File: src/slave_ddr_defines.svh
`ifndef SLAVE_DDR_DEFINES_SVH
`define SLAVE_DDR_DEFINES_SVH

// host side, address counts 32-bit words
`define SLAVE_ADDR_W    28
`define SLAVE_DATA_W    32

// memory core side
`define CORE_DATA_W     256
`define CORE_STRB_W     32
`define LANES           8
`define MEM_DEPTH_LOG2  8

// read bridge buffering
`define RD_REQ_MAX      4
`define RD_FIFO_DEPTH   8

// write queue in wide words
`define WR_FIFO_DEPTH   4

// cycles from read grant to first data
`define CORE_RD_LAT     2

`endif

File: src/slave_ddr_pkg.sv
`include "slave_ddr_defines.svh"

package slave_ddr_pkg;

    // host burst command, len+1 beats
    typedef struct packed {
        logic [`SLAVE_ADDR_W-1:0] addr;
        logic [7:0]               len;
    } host_cmd_t;

    // one wide word headed for the array
    typedef struct packed {
        logic [`MEM_DEPTH_LOG2-1:0] addr;
        logic [`CORE_DATA_W-1:0]    data;
        logic [`CORE_STRB_W-1:0]    strb; // one bit per byte
    } core_wr_t;

    // short read request, len+1 wide words
    typedef struct packed {
        logic [`MEM_DEPTH_LOG2-1:0] addr;
        logic [1:0]                 len;
    } core_rd_cmd_t;

    // wide word returned by the core
    typedef struct packed {
        logic [`CORE_DATA_W-1:0] data;
        logic                    last; // end of one core request
    } core_rd_beat_t;

endpackage

File: src/sync_fifo.sv
`timescale 1ns/100ps

module sync_fifo #(
    parameter type payload_t = logic [7:0],
    parameter int  DEPTH     = 4
) (
    input  logic                       clk,
    input  logic                       rst,
    input  logic                       push,
    input  payload_t                   push_data,
    input  logic                       pop,
    output payload_t                   pop_data,
    output logic                       empty,
    output logic                       full,
    output logic [$clog2(DEPTH+1)-1:0] count
);

    localparam int PTR_W = $clog2(DEPTH);

    payload_t         mem [DEPTH];
    logic [PTR_W-1:0] wr_ptr;
    logic [PTR_W-1:0] rd_ptr;
    logic             do_push;
    logic             do_pop;

    assign do_push  = push && !full;
    assign do_pop   = pop && !empty;
    assign empty    = (count == '0);
    assign full     = (count == ($clog2(DEPTH+1))'(DEPTH));
    assign pop_data = mem[rd_ptr]; // first word falls through

    always_ff @(posedge clk) begin
        if (do_push) begin
            mem[wr_ptr] <= push_data;
        end
    end

    always_ff @(posedge clk) begin
        if (rst) begin
            wr_ptr <= '0;
            rd_ptr <= '0;
            count  <= '0;
        end else begin
            if (do_push) begin
                wr_ptr <= (wr_ptr == PTR_W'(DEPTH-1)) ? '0 : wr_ptr + 1'b1;
            end
            if (do_pop) begin
                rd_ptr <= (rd_ptr == PTR_W'(DEPTH-1)) ? '0 : rd_ptr + 1'b1;
            end
            case ({do_push, do_pop})
                2'b10:   count <= count + 1'b1;
                2'b01:   count <= count - 1'b1;
                default: count <= count;
            endcase
        end
    end

endmodule

File: src/ddr3_write.sv
`timescale 1ns/100ps
`include "slave_ddr_defines.svh"

module ddr3_write (
    input  logic                          clk,
    input  logic                          rst,

    input  slave_ddr_pkg::host_cmd_t      wr_cmd,
    input  logic                          wr_addr_valid,
    output logic                          wr_addr_ready,

    input  logic [`SLAVE_DATA_W-1:0]      wr_data,
    input  logic [`SLAVE_DATA_W/8-1:0]    wr_strb,
    input  logic                          wr_data_valid,
    output logic                          wr_data_ready,
    input  logic                          wr_data_last,

    output slave_ddr_pkg::core_wr_t       wr_head,
    output logic                          wr_pending,
    input  logic                          wr_take,
    input  logic                          wr_idle
);

    localparam int QCNT_W = $clog2(`WR_FIFO_DEPTH+1);

    typedef enum logic [1:0] {S_IDLE, S_DATA, S_DRAIN} state_t;

    state_t                  state;
    slave_ddr_pkg::core_wr_t gather;     // word being assembled
    logic                    flush;      // push gather this cycle
    logic [2:0]              lane;
    logic [7:0]              beats_left;
    logic                    addr_hs;
    logic                    beat_hs;
    logic                    end_beat;
    logic                    q_empty;
    logic [QCNT_W-1:0]       q_count;

    assign addr_hs  = wr_addr_valid && wr_addr_ready;
    assign beat_hs  = wr_data_valid && wr_data_ready;
    assign end_beat = wr_data_last || (beats_left == 8'd0);

    assign wr_addr_ready = (state == S_IDLE);
    // leave room for a flush already on its way
    assign wr_data_ready = (state == S_DATA) &&
                           (int'(q_count) + int'(flush) < `WR_FIFO_DEPTH);
    assign wr_pending    = !q_empty;

    always_ff @(posedge clk) begin
        if (rst) begin
            state       <= S_DRAIN; // settles to idle once the core is quiet
            flush       <= 1'b0;
            lane        <= '0;
            beats_left  <= '0;
            gather.strb <= '0;
        end else begin
            flush <= 1'b0;
            if (flush) begin
                gather.strb <= '0;                  // fresh mask for next word
                gather.addr <= gather.addr + 1'b1;
            end

            case (state)
                S_IDLE: begin
                    if (addr_hs) begin
                        state       <= S_DATA;
                        lane        <= wr_cmd.addr[2:0];
                        beats_left  <= wr_cmd.len;
                        gather.addr <= wr_cmd.addr[`MEM_DEPTH_LOG2+2:3];
                        gather.strb <= '0;
                    end
                end
                S_DATA: begin
                    if (beat_hs && end_beat) begin
                        state <= S_DRAIN;
                    end
                end
                default: begin
                    if (!flush && q_empty && wr_idle) begin
                        state <= S_IDLE;
                    end
                end
            endcase

            if (beat_hs) begin
                gather.data[lane*`SLAVE_DATA_W +: `SLAVE_DATA_W]     <= wr_data;
                gather.strb[lane*`SLAVE_DATA_W/8 +: `SLAVE_DATA_W/8] <= wr_strb;
                lane       <= lane + 1'b1;
                beats_left <= beats_left - 1'b1;
                if (lane == 3'd7 || end_beat) begin
                    flush <= 1'b1;
                end
            end
        end
    end

    sync_fifo #(
        .payload_t (slave_ddr_pkg::core_wr_t),
        .DEPTH     (`WR_FIFO_DEPTH)
    ) wr_queue (
        .clk       (clk),
        .rst       (rst),
        .push      (flush),
        .push_data (gather),
        .pop       (wr_take),
        .pop_data  (wr_head),
        .empty     (q_empty),
        .full      (),
        .count     (q_count)
    );

endmodule

File: config.mk
export PLATFORM = sky130hd
export DESIGN_NAME = ddr3_write
export DESIGN_NICKNAME = d
export VERILOG_FILES = /design/src/slave_ddr_pkg.sv /design/src/sync_fifo.sv /design/src/ddr3_write.sv
export VERILOG_INCLUDE_DIRS = /design/src
export SDC_FILE = /design/constraint.sdc
export NUM_CORES = 1
export LEC_CHECK = 0
export ABC_AREA = 0
export BUFFER_PORTS_ARGS = -buffer_cell sky130_fd_sc_hd__buf_2
export CAP_MARGIN = 0
export CORE_MARGIN = 2
export CORE_UTILIZATION = 45
export DETAILED_ROUTE_END_ITERATION = 10
export MAX_ROUTING_LAYER = met4
export PLACE_DENSITY = 0.69
export SYNTH_ARGS = -nofsm -noshare
export SYNTH_HDL_FRONTEND = slang
export SYNTH_HIERARCHICAL = 1
export SYNTH_SLANG_ARGS = --single-unit
File: constraint.sdc
create_clock -name clk -period 17.9 [get_ports clk]
set_clock_uncertainty 0.15 [all_clocks]
set_input_delay 0 -clock clk [delete_from_list [all_inputs] [get_ports clk]]
set_output_delay 0 -clock clk [all_outputs]
set_load 0.02 [all_outputs]
==> impl_results.md <==
* Tightest Hold Check Type: input port to register
* Sequential share of power at 0.551
* Vias in the first global route at 27.1k
* WP buf/inv at 4
* Critical path's slowest cell: dfxtp_4
* Syn_nets at 2577
* Placer Congestion at 0.792
* RSZ-0062 raised after global routing: no
* Crit Path Max Fanout at 50
* Crit-path max cell delay at 1.06 ns
* Site row count at roughly 130
* Clk buf depth at 3
* Die W at about 350 um
* H-Tree Depth at 4
* Sw Pwr at 1.40 mW
* Net count, final at about 3.1k
* Top achievable clock speed at 179 MHz
* Final Util at 0.530
* Share of post-route cells with drive strength above 1 at 0.289
* CORE AREA at 122000 um2
* Worst-path clk slew at 0.06 ns
* Req. time, crit path at 17.75 ns
* Post-CTS sizing at 0
* Gate power share at 0.026
* Min Clock Period, post-route at 5.59 ns
* Final count of pins violating max slew at 0
* DR vias at 26.6k
* Warnings from Yosys at 6
* Initial antenna violation count at 18
* P_int at between 5 and 6 mW
* HPWL after DPL at between 70000 and 80000 um
* Worst skew pair latency at ~0.76 ns
* Total CTS buffers at 150
* Grt ovf at 0
* Sw frac at 0.202
* TNS Setup at 0 ns
* Area grow syn2layout at 17.1%
* Pwr dens at 108 nW/um2
* Rel. slew slack at 0.181
* Avg Inst Size Synth at 22.2 um2
* Largest net degree at the start of global routing at 143
* Routed len/inst at 27.1 um
* Cell family with most CP delay: buffers and inverters
* Arr. time, crit path at between 5 and 6 ns
* Fin cells at between 4k and 5k
* Commonest non-fill, non-tap cell in the layout: edfxtp_1
* Via density at 5.56
* Post-Route WL at 130000 um
* Number of routed nets with antenna violations at 0
* Max VDD drop at a little under 0.00009 V
* Most common cell on crit path: buf_4
* Full die area at 125000 um2
* Gr usage total at 0.213
* Critical Path Source Type: register
* Post-route clock period utilization at 0.312
* Sink Count at between 1.5k and 2k
* Residual DRC at 0
* Final setup violation count at 0
* Pleak at 21.1 nW
* DP Cell Count at around 4.4k
* Pre-antenna DRT Iters at 5
* Critical path class: register to output port
* Port bufs at 360
* Root Driver: clkbuf_16
* Crit-path cells: buf_4, buf_4, buf_4, mux4_2, buf_2
* Post-Syn Area at 55100 um2
* Io pins at between 300 and 400
* Design area at 64600 um2
* Clock power share at 0.423
* Outcome: complete, no violations
* Synth Instances at 2480
* CP Capture Type: output port
* Placed Area at 58700 um2
* Final hold vios at 0
* TritonCTS clock tree: built
* Commonest cells after routing, fill and taps aside: edfxtp_1 (1448), buf_2 (360), mux4_2 (296), clkbuf_16 (153), nor2_1 (146)
* First-pass GRT wire length at 186000 um
* 1st-iter DRT viols at 2935
* DIE HEIGHT at between 300 and 400 um
* Starting Density at 0.453
* Max cap viols at 0
* Worst slew pin tran at 1.23 ns
final timing paths:
kind	from	end	slack [ns]	cells past startpoint
worst max-delay path	register	wr_head[124]	12.31	5
worst min-delay path	wr_data_last	flush$_SDFF_PN0_	0.06	4
worst max register to register	lane[0]$_SDFFE_PP0P_	gather[210]$_DFFE_PP_	13.67	6
worst min register to register	gather[272]$_DFFE_PP_	wr_queue/mem[2][272]$_DFFE_PP_	0.33	0
timing repair:
action | 4_1_cts | 5_1_grt
endpoints found under the hold margin | 267 | 0
hold buffers | 130 | 0
buffers inserted | 0 | 0
endpoints found under the setup margin | 0 | 0
power by group through the flow:
| stage | sequential [mW] | clock, mW | combinational (mW) |
|---|---|---|---|
| 6_report | 3.82 | 2.94 | 0.180 |
| 3_5_place_dp | 3.90 | 0 | 0.158 |
| 4_1_cts | 3.82 | 2.99 | 0.182 |
| 2_1_floorplan | 3.89 | 0 | 0.0881 |
| 3_3_place_gp | 3.90 | 0 | 0.156 |
| 5_1_grt | 3.82 | 3.12 | 0.191 |
per-stage QoR:
step	power, mW	hold WS [ns]	worst slack [ns]
6_report	6.94	0.0572	12.31
3_3_place_gp	4.05	0.130	12.87
5_1_grt	7.14	0.0899	11.70
3_5_place_dp	4.06	0.141	12.80
2_1_floorplan	3.98	-0.0242	9.60
4_1_cts	7.00	0.0264	11.98
state kept, by name (all words and copies together), names as in the netlist, named ones only:
register         count
wr_queue/count       3
wr_queue/rd_ptr      2
lane                 3
wr_queue/wr_ptr      2
beats_left           8
wr_queue/mem      1184
flush                1
state                2
gather             296
layout make-up:
class | instances | area, um2
Multi-Input combinational cell | 848 | 9850
Clock inverter | 63 | 578
Inverter | 16 | 60.1
Antenna cell | 4 | 10.0
Clock buffer | 200 | 4020
Timing Repair Buffer | 527 | 3420
Sequential cell | 1503 | 44600
Fill cell | 9231 | 57200
Tap cell | 1625 | 2030
worst reg2reg max path: stages, from the launching register on:
cell and delay (ns):
dfxtp_2 1.00, inv_1 0.29, ha_1 0.31, ha_1 0.39, nor2_1 0.29, and3_1 0.43, and2_2 0.91
metal layers:
| layer | GRT usage | vias up | routed length, um |
|---|---|---|---|
| li1 | - | 11200 | - |
| met1 | 0.282 | 14000 | 51500 |
| met2 | 0.340 | 1197 | 64600 |
| met3 | 0.0362 | 193 | 10100 |
| met4 | 0.0645 | 0 | 3380 |
| met5 | - | - | 0 |
(Power assumes the default switching activity.)
